`src/rtl/mixer_pkg.sv`:
```
/*
 * Shared widths, layer codes and word layouts for the colour mixer.
 * Modules pull these in with a wildcard import of mixer_pkg.
 */
package mixer_pkg;

    // Raw pen widths from the generators
    localparam int SCR_W  = 11;
    localparam int OBJ_W  = 9;
    localparam int STAR_W = 7;

    // Six queue slots, four tile layers plus two stars
    localparam int N_LAYERS = 6;

    // Low nibble that marks a pen as see-through
    localparam logic [3:0] TRANSP_NIBBLE = 4'hf;

    // Layer codes as carried in the layer word
    localparam logic [2:0] LYR_OBJ  = 3'd0;
    localparam logic [2:0] LYR_SCR1 = 3'd1;
    localparam logic [2:0] LYR_SCR2 = 3'd2;
    localparam logic [2:0] LYR_SCR3 = 3'd3;
    // Bit 2 set means a star layer
    localparam logic [2:0] LYR_STA0 = 3'd4;
    localparam logic [2:0] LYR_STA1 = 3'd5;

    // Palette index, layer code over the 9-bit pen
    typedef logic [11:0] pen_t;

    // Colour word out of the palette
    typedef logic [15:0] rgb_t;

    // Queue word, group on top so {grp, pen_t} splits cleanly
    typedef struct packed {
        logic [1:0]       grp;
        logic [2:0]       code;
        logic [OBJ_W-1:0] pen;
    } layer_word_t;

    // Nothing opaque, fall back to the last palette entry
    localparam layer_word_t BLANK_DEFAULT = '{
        grp:  2'b11,
        code: 3'b111,
        pen:  9'h1ff
    };

endpackage

```
`src/rtl/prio_resolve.sv`:
```
/*
 * Walks the six layer words one per clock between pixel strobes and keeps
 * the first opaque pen, letting flagged scroll pens win over objects above.
 */
`timescale 1ns/100ps

module prio_resolve #(
    parameter mixer_pkg::layer_word_t blank_pen = mixer_pkg::BLANK_DEFAULT
) (
    input  logic                    clk,
    input  logic                    rst_n,
    input  logic                    pxl_cen,
    input  logic [15:0]             prio0,
    input  logic [15:0]             prio1,
    input  logic [15:0]             prio2,
    input  logic [15:0]             prio3,
    input  mixer_pkg::layer_word_t  lyr0,
    input  mixer_pkg::layer_word_t  lyr1,
    input  mixer_pkg::layer_word_t  lyr2,
    input  mixer_pkg::layer_word_t  lyr3,
    input  mixer_pkg::layer_word_t  lyr4,
    input  mixer_pkg::layer_word_t  lyr5,
    output mixer_pkg::pen_t         pxl_idx
);
    import mixer_pkg::*;

    localparam int QLEN = N_LAYERS - 1;

    // Slots still to visit, index 0 is the head
    layer_word_t lyr_queue [QLEN];

    // Current best pen and its group
    pen_t        cand;
    logic [1:0]  grp;

    layer_word_t head;
    layer_word_t below;
    logic [15:0] prio_sel;
    logic        has_prio;
    logic        obj_skip;
    logic        cand_transp;

    assign head  = lyr_queue[0];
    assign below = lyr_queue[1];

    // Priority mask of the group under consideration
    always_comb begin
        case (grp)
            2'd0:    prio_sel = prio0;
            2'd1:    prio_sel = prio1;
            2'd2:    prio_sel = prio2;
            default: prio_sel = prio3;
        endcase
    end

    // Stars and the blank filler never beat an object
    assign has_prio    = prio_sel[below.pen[3:0]] & ~below.code[2];
    assign obj_skip    = (head.code == LYR_OBJ) & has_prio;
    assign cand_transp = (cand[3:0] == TRANSP_NIBBLE);

    always_ff @(posedge clk or negedge rst_n) begin
        if (!rst_n) begin
            pxl_idx <= blank_pen[11:0];
            cand    <= blank_pen[11:0];
            grp     <= blank_pen.grp;
            for (int i = 0; i < QLEN; i++) begin
                lyr_queue[i] <= blank_pen;
            end
        end else if (pxl_cen) begin
            // Previous pixel is done, start the next one
            pxl_idx      <= cand;
            {grp, cand}  <= lyr0;
            lyr_queue[0] <= lyr1;
            lyr_queue[1] <= lyr2;
            lyr_queue[2] <= lyr3;
            lyr_queue[3] <= lyr4;
            lyr_queue[4] <= lyr5;
        end else begin
            // Advance one slot, refill tail with blank
            for (int i = 0; i < QLEN - 1; i++) begin
                lyr_queue[i] <= lyr_queue[i+1];
            end
            lyr_queue[QLEN-1] <= blank_pen;
            // See-through so far, take the head unless it gives way
            if (cand_transp && !obj_skip) begin
                {grp, cand} <= head;
            end
        end
    end

endmodule

```
`config.mk`:
```
export PLATFORM = sky130hd
export DESIGN_NAME = prio_resolve
export DESIGN_NICKNAME = d
export VERILOG_FILES = /design/src/rtl/mixer_pkg.sv /design/src/rtl/prio_resolve.sv
export SDC_FILE = /design/constraint.sdc
export NUM_CORES = 1
export LEC_CHECK = 0
export BUFFER_PORTS_ARGS = -buffer_cell sky130_fd_sc_hd__clkbuf_2
export CELL_PAD_IN_SITES_DETAIL_PLACEMENT = 0
export CELL_PAD_IN_SITES_GLOBAL_PLACEMENT = 1
export CORE_MARGIN = 3
export CORE_UTILIZATION = 40
export CTS_BUF_LIST = sky130_fd_sc_hd__clkbuf_4
export CTS_CLUSTER_DIAMETER = 80
export CTS_CLUSTER_SIZE = 20
export DETAILED_ROUTE_END_ITERATION = 8
export PLACE_DENSITY = 0.81
export SYNTH_ARGS = -nofsm -noshare
export SYNTH_HDL_FRONTEND = slang
export SYNTH_SLANG_ARGS = --single-unit
```
`constraint.sdc`:
```
create_clock -name clk -period 3.05 [get_ports clk]
set_input_delay 0.4575 -clock clk [delete_from_list [all_inputs] [get_ports clk]]
set_output_delay 0.4575 -clock clk [all_outputs]
set_load 0.05 [all_outputs]
```
==> metrics.txt <==
CP Class reg2reg; TNS Setup 0 ps; Vias per Instance 5.193; synth warn 0; Tcrit/Tclk final 0.8908; area leader, netlist dfstp_2; max-slew violation count 0; # fillers 1037; initial antenna violation count 0; DR iter-0 viols 116; Mapped Nets 519; H-tree depth 3; fmax 0.3681 GHz; Netlist cell types between 50 and 60; Seq/Total Area, Yosys 0.5359; PwrDens 469.7 nW/µm²; worst min path class in2reg; synthesized area 4707 µm²; Fin. Hold Viols 0; GP Congestion a little over 0.8; clock-pin slew on the worst setup and hold paths 140 ps; CP startpoint grp[0]; hold path start lyr5[13]; status complete, no violations; Critical-path top delay cell dfstp_2; Slew HR 0.5950; CTS Sinks 96; register area about 2500 µm²; die area 13110 µm²; vias in the first global route 3672; worst clock skew 15.34 ps; largest net degree at the start of global routing 51; Max stage delay on crit path 860 ps; dpl cells around 650; Die H 114.5 µm; cell breakdown of the critical path mux2_4 -> o211ai_2 -> a41oi_1 -> or4_1 -> o2111a_1 -> a2bb2oi_1; share of cells above drive strength 1 0.6845; post-layout min period approximately 2700 ps; Pleak around 0.0025 µW; Worst EP arrival 3070 ps; post-CTS setup buffer count 0; clock latency on the worst-skew pair 440 ps; DPL Wire Length 8.304 mm; Port-buffer cells approximately 160; TritonRoute pass-1 iters 4; RSZ-0062 raised after global routing no; R2R Path Start grp[0]; hold_buf cts 0; Area growth syn-to-layout 21.82%; CTS tree yes; Largest delay share family, worst path flip-flops; Worst EP required 3410 ps; global route overflow 0; CP Capture Type flip-flop; Async S/R FF share, synth 1.000; worst slew pin tran about 610 ps; CTS buffer count 9; main flop type after synthesis dfstp_2; Total GRT Usage 0.1717; CTS max path bufs 2; Synth area leaders dfstp_2 (54%), mux2_2 (17%), nand2b_1 (2.5%), nor2b_1 (2.5%), mux2i_1 (1.9%); first-pass GRT wire length 17.78 mm; Avg Cell Area, Syn 12.79 µm²; # rows 38; Max VDD drop 0.3419 mV; crit-path max FO 25; Setup-failing EPs final 0; DR vias between 3000 and 4000; core box area between 10000 and 15000 µm²; drt wl/cell between 15 and 20 µm; Die Wd 114.5 µm; starting density of the core 0.4213; Yosys top cell area share 0.5359; final hold slack roughly 200 ps; Remaining DRCs 0; antenna-violating nets left 0; multi-input logic area 1999 µm²; final wirelength 10.91 mm; Diodes inserted 0; Root Driver clkbuf_4; fin nets between 600 and 700; CP Buf/Inv Count 0; IO Pins 163; EDFF count, synth 0; Synth Register Bits between 90 and 100; Post-Synthesis Cells 368; # resized after CTS 0; number of max-cap violations 0; final cell count without fillers 663; startpoint class of the critical path flip-flop
registers in the layout, indices dropped and copies added, names as in the netlist:
signal and cells:
below 14, head 14, pxl_idx 12, cand 12
grp 2, lyr_queue 42
synth_stat cells, types with 4 or more instances:
| library cell | number |
|---|---|
| o311ai_1 | 7 |
| a22o_1 | 4 |
| buf_2 | 4 |
| a21o_1 | 5 |
| nand2_1 | 14 |
| nand2b_1 | 19 |
| dfstp_2 | 96 |
| mux2_2 | 71 |
| inv_1 | 9 |
| buf_1 | 7 |
| buf_6 | 4 |
| nor2b_1 | 19 |
| o211ai_1 | 4 |
| clkbuf_1 | 12 |
| o2111ai_1 | 7 |
| o221ai_1 | 4 |
| nand3_1 | 16 |
| o21ai_0 | 4 |
| mux2i_1 | 9 |
worst reg2reg max path, stage by stage (launching register included):
cell,delay (ps)
dfstp_2,860
mux2_4,350
o211ai_2,140
a41oi_1,160
or4_1,740
o2111a_1,240
a2bb2oi_1,140
routing by layer:
metal | routed length, µm | global-route usage | part of all wire
met5 | 0 | 0 | 0
met4 | 189 | 0.05622 | 0.017
met3 | 935 | 0.06395 | 0.086
met2 | 5381 | 0.2813 | 0.49
met1 | 4401 | 0.2093 | 0.40
layout make-up:
class / count / area share
flip-flops and latches: 96 / 0.4399
multi-input cells: 234 / 0.3487
repair buffers: 170 / 0.1571
well taps: 140 / 0.03055
clock buffers: 9 / 0.01178
clock inverters: 5 / 0.006110
inverters: 9 / 0.005891
metrics by stage:
stage               setup WS (ps)  total power [µW]  area (µm²)  utilization
detailed placement          386.2              2151        5632       0.5040
global route                178.1              2853        5734       0.5132
finish                      333.0              2693        5734       0.5132
global placement            419.0              2135        5632       0.5040
floorplan                   788.5              1942        4707            -
CTS                         350.2              2735        5734       0.5132
layout by cell type, fill, tap and decap left out, drive strengths merged, types with 8 or more instances in the layout:
master and n:
dfstp 96, o311ai 8, buf 10, clkbuf 169
inv 10, nand2 14, mux2i 9, mux2 73
nand2b 19, nand3 16, nor2b 19
cell families (layout without fill, tap and decap cells):
kind of cell	count (synthesis)	after routing	synth area share
muxes	84	84	0.2041
and+or+nand+nor	85	85	0.1045
AOI/OAI and AO/OA	65	65	0.1162
DFF	96	96	0.5359
buffers and inverters	38	193	0.03934
final timing paths:
path	depth (start not counted)	to	slack, ps
min in group asynchronous	1	head[0]	360
worst min register to register	1	head[13]	610
worst max-delay path	6	cand[9]	330
worst min-delay path	2	lyr_queue[13]	200
max in group asynchronous	2	lyr_queue[40]	2310
worst max register to register	6	cand[9]	330
power by group:
group,total [µW],switching [µW],internal [µW]
clock,568,408,161
combinational,569,299,271
sequential,1560,77.5,1480
total,2690,784,1910
(Power assumes the default switching activity.)
