### src/rtl/mixer_pkg.sv
/*
 * Shared widths, layer codes and word layouts for the colour mixer.
 * Modules pull these in with a wildcard import of mixer_pkg.
 */
package mixer_pkg;

    // Raw pen widths from the generators
    localparam int SCR_W  = 11;
    localparam int OBJ_W  = 9;
    localparam int STAR_W = 7;

    // Six queue slots, four tile layers plus two stars
    localparam int N_LAYERS = 6;

    // Low nibble that marks a pen as see-through
    localparam logic [3:0] TRANSP_NIBBLE = 4'hf;

    // Layer codes as carried in the layer word
    localparam logic [2:0] LYR_OBJ  = 3'd0;
    localparam logic [2:0] LYR_SCR1 = 3'd1;
    localparam logic [2:0] LYR_SCR2 = 3'd2;
    localparam logic [2:0] LYR_SCR3 = 3'd3;
    // Bit 2 set means a star layer
    localparam logic [2:0] LYR_STA0 = 3'd4;
    localparam logic [2:0] LYR_STA1 = 3'd5;

    // Palette index, layer code over the 9-bit pen
    typedef logic [11:0] pen_t;

    // Colour word out of the palette
    typedef logic [15:0] rgb_t;

    // Queue word, group on top so {grp, pen_t} splits cleanly
    typedef struct packed {
        logic [1:0]       grp;
        logic [2:0]       code;
        logic [OBJ_W-1:0] pen;
    } layer_word_t;

    // Nothing opaque, fall back to the last palette entry
    localparam layer_word_t BLANK_DEFAULT = '{
        grp:  2'b11,
        code: 3'b111,
        pen:  9'h1ff
    };

endpackage

### src/rtl/layer_order.sv
/*
 * Builds the six layer words in draw order, top slot first.
 * Slots 0..3 follow the selectors in layer_ctrl, slots 4..5 are the stars.
 */
`timescale 1ns/100ps

module layer_order (
    input  logic                          clk,
    input  logic                          rst_n,
    input  logic                          pxl_cen,
    input  logic [15:0]                   layer_ctrl,
    input  logic [mixer_pkg::OBJ_W-1:0]   obj_m,
    input  logic [mixer_pkg::SCR_W-1:0]   scr1_m,
    input  logic [mixer_pkg::SCR_W-1:0]   scr2_m,
    input  logic [mixer_pkg::SCR_W-1:0]   scr3_m,
    input  logic [mixer_pkg::STAR_W-1:0]  sta0_m,
    input  logic [mixer_pkg::STAR_W-1:0]  sta1_m,
    output mixer_pkg::layer_word_t        lyr0,
    output mixer_pkg::layer_word_t        lyr1,
    output mixer_pkg::layer_word_t        lyr2,
    output mixer_pkg::layer_word_t        lyr3,
    output mixer_pkg::layer_word_t        lyr4,
    output mixer_pkg::layer_word_t        lyr5
);
    import mixer_pkg::*;

    // Scroll pen top bits carry the priority group
    function automatic layer_word_t scr_word(input logic [SCR_W-1:0] pen,
                                             input logic [2:0]       code);
        scr_word = '{grp: pen[SCR_W-1:SCR_W-2], code: code, pen: pen[OBJ_W-1:0]};
    endfunction

    // One slot, picked by a 2-bit selector
    function automatic layer_word_t layer_mux(input logic [1:0] sel);
        case (sel)
            2'd0:    layer_mux = '{grp: 2'b00, code: LYR_OBJ, pen: obj_m};
            2'd1:    layer_mux = scr_word(scr1_m, LYR_SCR1);
            2'd2:    layer_mux = scr_word(scr2_m, LYR_SCR2);
            default: layer_mux = scr_word(scr3_m, LYR_SCR3);
        endcase
    endfunction

    layer_word_t sta0_w;
    layer_word_t sta1_w;

    // Stars sit in group 0, pen zero-extended
    assign sta0_w = '{grp: 2'b00, code: LYR_STA0, pen: {{(OBJ_W-STAR_W){1'b0}}, sta0_m}};
    assign sta1_w = '{grp: 2'b00, code: LYR_STA1, pen: {{(OBJ_W-STAR_W){1'b0}}, sta1_m}};

    always_ff @(posedge clk or negedge rst_n) begin
        if (!rst_n) begin
            // Start fully transparent
            lyr0 <= BLANK_DEFAULT;
            lyr1 <= BLANK_DEFAULT;
            lyr2 <= BLANK_DEFAULT;
            lyr3 <= BLANK_DEFAULT;
            lyr4 <= BLANK_DEFAULT;
            lyr5 <= BLANK_DEFAULT;
        end else if (pxl_cen) begin
            // Bits 13:12 pick the top slot
            lyr0 <= layer_mux(layer_ctrl[13:12]);
            lyr1 <= layer_mux(layer_ctrl[11:10]);
            lyr2 <= layer_mux(layer_ctrl[9:8]);
            lyr3 <= layer_mux(layer_ctrl[7:6]);
            lyr4 <= sta0_w;
            lyr5 <= sta1_w;
        end
    end

endmodule

### config.mk
export PLATFORM = sky130hd
export DESIGN_NAME = layer_order
export DESIGN_NICKNAME = d
export VERILOG_FILES = /design/src/rtl/mixer_pkg.sv /design/src/rtl/layer_order.sv
export SDC_FILE = /design/constraint.sdc
export NUM_CORES = 1
export LEC_CHECK = 0
export BUFFER_PORTS_ARGS = -buffer_cell sky130_fd_sc_hd__buf_2
export CAP_MARGIN = 0
export CELL_PAD_IN_SITES_DETAIL_PLACEMENT = 1
export CELL_PAD_IN_SITES_GLOBAL_PLACEMENT = 2
export CORE_MARGIN = 4
export CORE_UTILIZATION = 32
export CTS_CLUSTER_DIAMETER = 120
export DETAILED_ROUTE_END_ITERATION = 8
export PLACE_DENSITY_LB_ADDON = 0.15
export RECOVER_POWER = 100
export SETUP_SLACK_MARGIN = 0.15
export SYNTH_ARGS = -nofsm -noshare
export SYNTH_HDL_FRONTEND = slang
export SYNTH_SLANG_ARGS = --single-unit
### constraint.sdc
create_clock -name clk -period 2.2 [get_ports clk]
set_input_delay 0.66 -clock clk [delete_from_list [all_inputs] [get_ports clk]]
set_output_delay 0.66 -clock clk [all_outputs]
set_load 0.03 [all_outputs]
==> impl_metrics.env <==
export IMPL_finalPower_mw=3.839
export IMPL_seqCellArea_um2=1760
export IMPL_ctsHtreeMaxLevel=3
export IMPL_fin_skew_ns=0
export IMPL_clk_pin_slew_worst_paths_ns=0.06
export IMPL_grt_pass1_vias=3517
export IMPL_switching_share_pct=32.80
export IMPL_setup_viol=0
export IMPL_power_switching_mw=1.259
export IMPL_grt_max_degree=36
export IMPL_die_area_um2=14130
export IMPL_cp_data_arrival_time_ns=1.33
export IMPL_drive_above_1_share_pct=46.00
export IMPL_synth_area_um2=3933
export IMPL_track_usage_pct=17.76
export IMPL_wl_um=12210
export IMPL_cts_setup_buffers=0
export IMPL_die_y_um=118.9
export IMPL_multi_input_area_um2=1757
export IMPL_ys_types=19
export IMPL_clock_latency_ns=0.33
export IMPL_cts_tree="built"
export IMPL_drtIter0Drc=117
export IMPL_pin_count=159
export IMPL_outcome="finished clean"
export IMPL_netlist_instances=357
export IMPL_rsz0062_at_grt="false"
export IMPL_drc=0
export IMPL_vdd_drop_max_v=0.0003430
export IMPL_slowest_delay_ns=0.65
export IMPL_cp_end_kind="output port"
export IMPL_p_clk_share_pct=34.3
export IMPL_critPathLaunchType="register"
export IMPL_max_slew_margin_rel_pct=36.19
export IMPL_ys_seq_area_share_pct=44.77
export IMPL_preCtsSetupSlack_ns=0.4163
export IMPL_syn_area_per_cell_um2=11.02
export IMPL_via_per_inst=4.977
export IMPL_place_inst=632
export IMPL_cts_num_sinks=67
export IMPL_fp_dieW_um=118.9
export IMPL_cp_num_buf_inv=1
export IMPL_layout_common_cells="clkbuf_1, dfstp_2, buf_2"
export IMPL_combPwrFrac_pct=25.3
export IMPL_hold_buffers=0
export IMPL_ys_ff_latch=67
export IMPL_intPower_mw=2.580
export IMPL_core_um2=12010
export IMPL_fin_ws_ns=0.2072
export IMPL_critPathMaxFanout=16
export IMPL_nets=571
export IMPL_crit_chain="clkbuf_1"
export IMPL_final_common_cell="clkbuf_1"
export IMPL_ant_nets=0
export IMPL_fin_area_um2=4938
export IMPL_tightest_slew_ns=0.9571
export IMPL_drv_slew=0
export IMPL_whs_ns=0.4729
export IMPL_grt_overflow_total=0
export IMPL_worstPathRequired_ns=1.54
export IMPL_cts_root_buf="clkbuf_16"
export IMPL_path_delay_family="flip-flops"
export IMPL_syn_to_final_growth_pct=25.58
export IMPL_rows=40
export IMPL_final_util_pct=41.11
export IMPL_tns_ns=0
export IMPL_hold_violations=0
export IMPL_post_drt_wl_per_cell_um=18.85
export IMPL_clk_path_buf_depth=2
export IMPL_powerDensity_nw_per_um2=777.3
export IMPL_yosysWarnings=0
export IMPL_grt_pass1_wl_um=19540
export IMPL_instances_no_fill=648
export IMPL_cp_slowest_cell="dfstp_2"
export IMPL_cts_inserted_buffers=9
export IMPL_dr_pass1_iters=4
export IMPL_antenna_found_initial=1
export IMPL_gp_congestion=0.7934
export IMPL_vias=3225
export IMPL_port_buffer_count=147
export IMPL_place_area_um2=4805
export IMPL_seqPwrFrac_pct=40.4
export IMPL_start_util_pct=32.74
export IMPL_hp_class="register to register"
export IMPL_fillers=1443
export IMPL_leakagePower_nw=2.132
export IMPL_fmax_mhz=501.8
export IMPL_place_detailed_hpwl_um=8758
export IMPL_ctsResizeCount=0
export IMPL_period_share_pct=90.58
export IMPL_crit_type="register to output port"
export IMPL_cap_violations=0
export IMPL_period_needed_ns=1.993
Yosys cell counts, drive strengths merged:
cell type / number / share of area (%)
nand2: 40 / 4.1
clkbuf: 4 / 0.38
mux2i: 36 / 9.2
nor2b: 5 / 0.80
a21oi: 8 / 1.0
dfstp: 67 / 45
o21ai: 4 / 0.51
mux2: 62 / 18
o221ai: 36 / 8.0
and2b: 4 / 0.76
nor2: 8 / 0.76
buf: 34 / 6.6
inv: 40 / 3.8
conb: 1 / 0.095
a22oi: 8 / 1.5
path summary, 6_finish.rpt:
check	startpoint	cells past startpoint	slack, ns	to
min in group asynchronous	rst_n	1	0.90	lyr3[3]$_DFFE_PN1P_
max reg2reg	lyr4[7]$_DFFE_PN1P_	1	1.33	lyr4[7]$_DFFE_PN1P_
min	lyr0[10]$_DFFE_PN1P_	2	0.47	lyr0[10]$_DFFE_PN1P_
max in group asynchronous	rst_n	2	0.50	lyr1[6]$_DFFE_PN1P_
min reg2reg	lyr0[10]$_DFFE_PN1P_	2	0.47	lyr0[10]$_DFFE_PN1P_
max	lyr4[7]$_DFFE_PN1P_	1	0.21	lyr4[10]
metal layers:
metal  part of all wire [%]  routed length (um)  track usage [%]
met2                     45                5538            27.18
met3                    5.3                 645            4.606
met1                     47                5753            23.83
met4                    2.2                 274            7.531
met5                      0                   0                0
flip-flops by register name, summed over array words and instances (netlist names):
name	count
lyr3	13
lyr0	13
lyr1	13
lyr5	7
lyr4	8
lyr2	13
power by group through the flow:
stage	Sequential, mW	Clock (mW)	Combinational, mW
2_1_floorplan	1.87	0	0.360
6_report	1.55	1.32	0.971
5_1_grt	1.58	1.42	1.06
3_5_place_dp	1.57	0	1.03
4_1_cts	1.55	1.37	1.04
3_3_place_gp	1.56	0	1.02
kinds of logic after synthesis:
logic type,Yosys count,synth area share (%)
multiplexers,98,26.92
AND/OR/NAND/NOR,57,6.395
buffers and inverters,78,10.75
flip-flops,67,44.77
AO/OA/AOI/OAI,56,11.07
other,1,0.09536
final cells by class:
type,instances,share of cell area [%]
multi-input combinational,214,35.57
inverter,40,3.040
timing repair buffer,164,16.52
antenna,1,0.05067
clock buffer,10,4.839
sequential,67,35.65
clock inverter,5,0.6081
tap,147,3.724
No activity file was read; power rests on OpenSTA's default activity.
