==> src/rtl/mixer_pkg.sv <==
/*
 * Shared widths, layer codes and word layouts for the colour mixer.
 * Modules pull these in with a wildcard import of mixer_pkg.
 */
package mixer_pkg;

    // Raw pen widths from the generators
    localparam int SCR_W  = 11;
    localparam int OBJ_W  = 9;
    localparam int STAR_W = 7;

    // Six queue slots, four tile layers plus two stars
    localparam int N_LAYERS = 6;

    // Low nibble that marks a pen as see-through
    localparam logic [3:0] TRANSP_NIBBLE = 4'hf;

    // Layer codes as carried in the layer word
    localparam logic [2:0] LYR_OBJ  = 3'd0;
    localparam logic [2:0] LYR_SCR1 = 3'd1;
    localparam logic [2:0] LYR_SCR2 = 3'd2;
    localparam logic [2:0] LYR_SCR3 = 3'd3;
    // Bit 2 set means a star layer
    localparam logic [2:0] LYR_STA0 = 3'd4;
    localparam logic [2:0] LYR_STA1 = 3'd5;

    // Palette index, layer code over the 9-bit pen
    typedef logic [11:0] pen_t;

    // Colour word out of the palette
    typedef logic [15:0] rgb_t;

    // Queue word, group on top so {grp, pen_t} splits cleanly
    typedef struct packed {
        logic [1:0]       grp;
        logic [2:0]       code;
        logic [OBJ_W-1:0] pen;
    } layer_word_t;

    // Nothing opaque, fall back to the last palette entry
    localparam layer_word_t BLANK_DEFAULT = '{
        grp:  2'b11,
        code: 3'b111,
        pen:  9'h1ff
    };

endpackage

==> src/rtl/layer_gate.sv <==
/*
 * Input side of the mixer. Forces pens of disabled layers to transparent
 * and registers the star layer enables for the star generator.
 */
`timescale 1ns/100ps

module layer_gate (
    input  logic                          clk,
    input  logic                          rst_n,
    input  logic [3:0]                    gfx_en,
    input  logic [3:1]                    scrdma_en,
    input  logic [15:0]                   layer_ctrl,
    input  logic [7:0]                    layer_mask0,
    input  logic [7:0]                    layer_mask1,
    input  logic [7:0]                    layer_mask2,
    input  logic [7:0]                    layer_mask3,
    input  logic [7:0]                    layer_mask4,
    input  logic [mixer_pkg::SCR_W-1:0]   scr1_pxl,
    input  logic [mixer_pkg::SCR_W-1:0]   scr2_pxl,
    input  logic [mixer_pkg::SCR_W-1:0]   scr3_pxl,
    input  logic [mixer_pkg::STAR_W-1:0]  star0_pxl,
    input  logic [mixer_pkg::STAR_W-1:0]  star1_pxl,
    input  logic [mixer_pkg::OBJ_W-1:0]   obj_pxl,
    output logic [mixer_pkg::OBJ_W-1:0]   obj_m,
    output logic [mixer_pkg::SCR_W-1:0]   scr1_m,
    output logic [mixer_pkg::SCR_W-1:0]   scr2_m,
    output logic [mixer_pkg::SCR_W-1:0]   scr3_m,
    output logic [mixer_pkg::STAR_W-1:0]  sta0_m,
    output logic [mixer_pkg::STAR_W-1:0]  sta1_m,
    output logic [1:0]                    star_en
);
    import mixer_pkg::*;

    // Layer on when any of its mask bits hits an enabled control bit
    function automatic logic mask_hit(input logic [7:0] mask, input logic [15:0] ctrl);
        mask_hit = |(mask[5:0] & ctrl[5:0]);
    endfunction

    logic [4:0] lyren;
    logic       scr1_on;
    logic       scr2_on;
    logic       scr3_on;

    // Index 0..2 scroll layers, 3..4 stars
    assign lyren[0] = mask_hit(layer_mask0, layer_ctrl);
    assign lyren[1] = mask_hit(layer_mask1, layer_ctrl);
    assign lyren[2] = mask_hit(layer_mask2, layer_ctrl);
    assign lyren[3] = mask_hit(layer_mask3, layer_ctrl);
    assign lyren[4] = mask_hit(layer_mask4, layer_ctrl);

    // Scroll layers also need tile DMA and the debug enable
    assign scr1_on = lyren[0] & scrdma_en[1] & gfx_en[0];
    assign scr2_on = lyren[1] & scrdma_en[2] & gfx_en[1];
    assign scr3_on = lyren[2] & scrdma_en[3] & gfx_en[2];

    // Objects ignore the masks, only gfx_en[3] hides them
    assign obj_m  = {obj_pxl[OBJ_W-1:4], obj_pxl[3:0] | (TRANSP_NIBBLE & {4{~gfx_en[3]}})};
    assign scr1_m = {scr1_pxl[SCR_W-1:4], scr1_pxl[3:0] | (TRANSP_NIBBLE & {4{~scr1_on}})};
    assign scr2_m = {scr2_pxl[SCR_W-1:4], scr2_pxl[3:0] | (TRANSP_NIBBLE & {4{~scr2_on}})};
    assign scr3_m = {scr3_pxl[SCR_W-1:4], scr3_pxl[3:0] | (TRANSP_NIBBLE & {4{~scr3_on}})};
    assign sta0_m = {star0_pxl[STAR_W-1:4], star0_pxl[3:0] | (TRANSP_NIBBLE & {4{~lyren[3]}})};
    assign sta1_m = {star1_pxl[STAR_W-1:4], star1_pxl[3:0] | (TRANSP_NIBBLE & {4{~lyren[4]}})};

    // Star generator enables, one clock behind the control inputs
    always_ff @(posedge clk or negedge rst_n) begin
        if (!rst_n) begin
            star_en <= 2'b00;
        end else begin
            star_en <= lyren[4:3];
        end
    end

endmodule

==> config.mk <==
export PLATFORM = sky130hd
export DESIGN_NAME = layer_gate
export DESIGN_NICKNAME = d
export VERILOG_FILES = /design/src/rtl/mixer_pkg.sv /design/src/rtl/layer_gate.sv
export SDC_FILE = /design/constraint.sdc
export NUM_CORES = 1
export LEC_CHECK = 0
export ABC_AREA = 1
export BUFFER_PORTS_ARGS = -buffer_cell sky130_fd_sc_hd__buf_2
export CAP_MARGIN = 10
export CELL_PAD_IN_SITES_DETAIL_PLACEMENT = 1
export CELL_PAD_IN_SITES_GLOBAL_PLACEMENT = 1
export CORE_MARGIN = 4
export CORE_UTILIZATION = 10
export DETAILED_ROUTE_END_ITERATION = 16
export GPL_TIMING_DRIVEN = 0
export PLACE_DENSITY = 0.76
export SLEW_MARGIN = 20
export SYNTH_ARGS = -nofsm -noshare
export SYNTH_HDL_FRONTEND = slang
export SYNTH_SLANG_ARGS = --single-unit
export TNS_END_PERCENT = 10
==> constraint.sdc <==
create_clock -name clk -period 1.2 [get_ports clk]
set_clock_uncertainty 0.05 [all_clocks]
set_input_delay 0.36 -clock clk [delete_from_list [all_inputs] [get_ports clk]]
set_output_delay 0.36 -clock clk [all_outputs]
set_load 0.1 [all_outputs]
==> run metrics <==
most used cells in the layout excluding fill and tap cells=sky130_fd_sc_hd__buf_4, sky130_fd_sc_hd__buf_2, sky130_fd_sc_hd__buf_12; total global routing overflow=0; final count of negative-setup-slack endpoints=20; Mapped Nets=265; Crit. Startpoint=layer_ctrl[1]; worst hold-check path type=input port to asynchronous set/reset pin; number of vias per cell after detailed routing=roughly 3.6; Setup crit end kind=output pin; die outline height=93.8 um; global-route usage over all layers=10.7%; Total Die Area=about 0.0088 sq mm; count of inserted antenna diode cells=0; area of the placeable core=0.00721 sq mm; pwr/cell area=roughly 790 mW/mm^2; via count=1339; pin slew with the least headroom to its limit=0.363 ns; final design utilization=35.4%; most common library cell in the layout ignoring fill and taps=sky130_fd_sc_hd__buf_4; largest registers ranked by flip-flop count=star_en x2; max-slew headroom at the worst pin=between 70 and 80%; data arrival time at the worst-slack endpoint=~1.2 ns; total standard cell area after synthesis=~740 sq um; max-cap violations=0; shortest clock period the worst path allows after layout=1.65 ns; Distinct cells, synth=8; number of standard cells after synthesis=144; largest net degree at the start of global routing=6; Port-buffer cells=126; share of synthesized area occupied by flip-flops and latches=6.80%; number of pins exceeding their max-slew limit in the final report=0; Worst Slack Setup Final=-0.446 ns; number of CTS-inserted buffers=3; H-tree lvl count=1; termination of the worst setup path=sta1_m[3]; number of top-level design ports=approximately 180; clock tree from TritonCTS=yes; yosys synthesis warning count=0; standard-cell row count=31; initial drt markers=7; total of flip-flops plus latches after synthesis=2; growth of design area from synthesis to finish=247%; unrepaired setup endpoints after global routing=true; Setup crit start kind=input port; Leakage=around 1.4 nW; wire length after detailed routing=5050 um; start-to-end type of the worst setup path=input port to output pin; DR WL/cell=13.4 um; Post-route DRC=0; Largest register FFs=2; Req. time, crit path=0.79 ns; register ranked first by flip-flop count=star_en; Pre-antenna DRT Iters=3; global-route wire length before repair=7310 um; Final Hold Viols=0; root buffer selected by CTS=sky130_fd_sc_hd__clkbuf_8; number of clock sinks=2; post-route design area=0.00255 sq mm; Worst VDD drop=between 0.0002 and 0.0003 V; vias in the first global route=1492; largest driver fanout on the critical path=5; deepest clock path buffer count=2; detailed placer's ending HPWL=about 4000 um; syn_area_per_cell=5.11 sq um; # nets final=400; outcome=finished with violations; clock-pin slew on the worst setup and hold paths=0.03 ns; gp weighted congestion=0.627; Antenna Nets Post-Route=0; timing-limited maximum frequency=0.608 GHz; Post-DP Area=0.00184 sq mm; violated checks=negative setup slack; die boundary width=93.8 um; fraction of final layout cells with drive strength greater than 1=a little over 80%; starting density of the core=10.2%; number of antenna violations at the first check in global routing=1; share of the clock period used by the worst path after layout=137%; overall power after layout=0.00203 W
[routing by layer]
| layer | GRT usage, % | routed length (um) | vias up |
|---|---|---|---|
| met5 | 0 | 7 | - |
| met4 | 2.17 | 19 | 2 |
| met3 | 2.64 | 492 | 4 |
| met2 | 22.6 | 3120 | 75 |
| met1 | 9.93 | 1420 | 605 |
| li1 | - | - | 653 |
[worst min-delay path by stage]
| stage | from | endpoint | slack (ns) | depth (start not counted) |
|---|---|---|---|---|
| floorplan | rst_n | star_en[0]$_DFF_PN0_ | 0.01 | 0 |
| global placement | rst_n | star_en[1]$_DFF_PN0_ | 0.1 | 1 |
| detailed placement | rst_n | star_en[1]$_DFF_PN0_ | 0.10 | 1 |
| CTS | rst_n | star_en[1]$_DFF_PN0_ | 0.42 | 2 |
| global route | rst_n | star_en[1]$_DFF_PN0_ | 0.46 | 2 |
| finish | rst_n | star_en[1]$_DFF_PN0_ | 0.43 | 2 |
[cells by family after synthesis]
family / Yosys count / synth area share [%]
and+or+nand+nor: 80 / 45.2
buffers and inverters: 62 / 48.0
DFF: 2 / 6.80
[worst max-delay path, stage by stage]
cell and delay, ns:
sky130_fd_sc_hd__buf_12 0.11, sky130_fd_sc_hd__nand2_4 0.07, sky130_fd_sc_hd__nand2_4 0.05, sky130_fd_sc_hd__nor2_4 0.11, sky130_fd_sc_hd__nand3_4 0.22, sky130_fd_sc_hd__nand2_8 0.13, sky130_fd_sc_hd__buf_12 0.17
[repair_timing]
action / CTS / global route
buffers inserted: 3 / 0
hold buffers: 1 / 0
resized for setup: 149 / 40
endpoints found under the setup margin: 58 / 25
endpoints found under the hold margin: 2 / 0
pin swaps: 16 / 15
[synth_stat cells]
cell type	n	area, sq um
sky130_fd_sc_hd__dfrtp_1	2	50.1
sky130_fd_sc_hd__nand3_2	2	20.0
sky130_fd_sc_hd__nor2_1	3	11.3
sky130_fd_sc_hd__inv_1	30	113
sky130_fd_sc_hd__buf_4	32	240
sky130_fd_sc_hd__nor2_2	2	12.5
sky130_fd_sc_hd__nand2_1	61	229
sky130_fd_sc_hd__nand3_1	12	60.1
[cell type report]
class | instances | area [sq um]
clock buffers | 3 | 41.3
fillers | 883 | 4660
flip-flops and latches | 2 | 50.0
inverters | 30 | 113
well taps | 99 | 124
repair buffers | 130 | 1200
plain buffers | 32 | 240
multi-input cells | 80 | 788
[per-stage QoR]
stage	hold slack (ns)	setup WS [ns]	std cells	setup TNS (ns)
after floorplan	0.0144	-0.241	144	-5.28
after global placement	0.0968	-0.782	369	-16.65
after detailed placement	0.103	-0.792	369	-16.97
after CTS	0.424	-0.468	376	-8.35
after global routing	0.458	-0.484	376	-8.31
final	0.434	-0.446	376	-7.38
[report_power, final]
group | internal, W | switching [W] | total [W] | leakage (nW)
combinational | 0.000548 | 0.00114 | 0.00168 | 1.34
clock | 0.000212 | 0.0000562 | 0.000269 | 0.0216
sequential | 0.0000730 | 0.00000287 | 0.0000758 | 0.0197
total | 0.000834 | 0.00120 | 0.00203 | 1.38
Note: power is estimated with default switching activity, not from simulation.
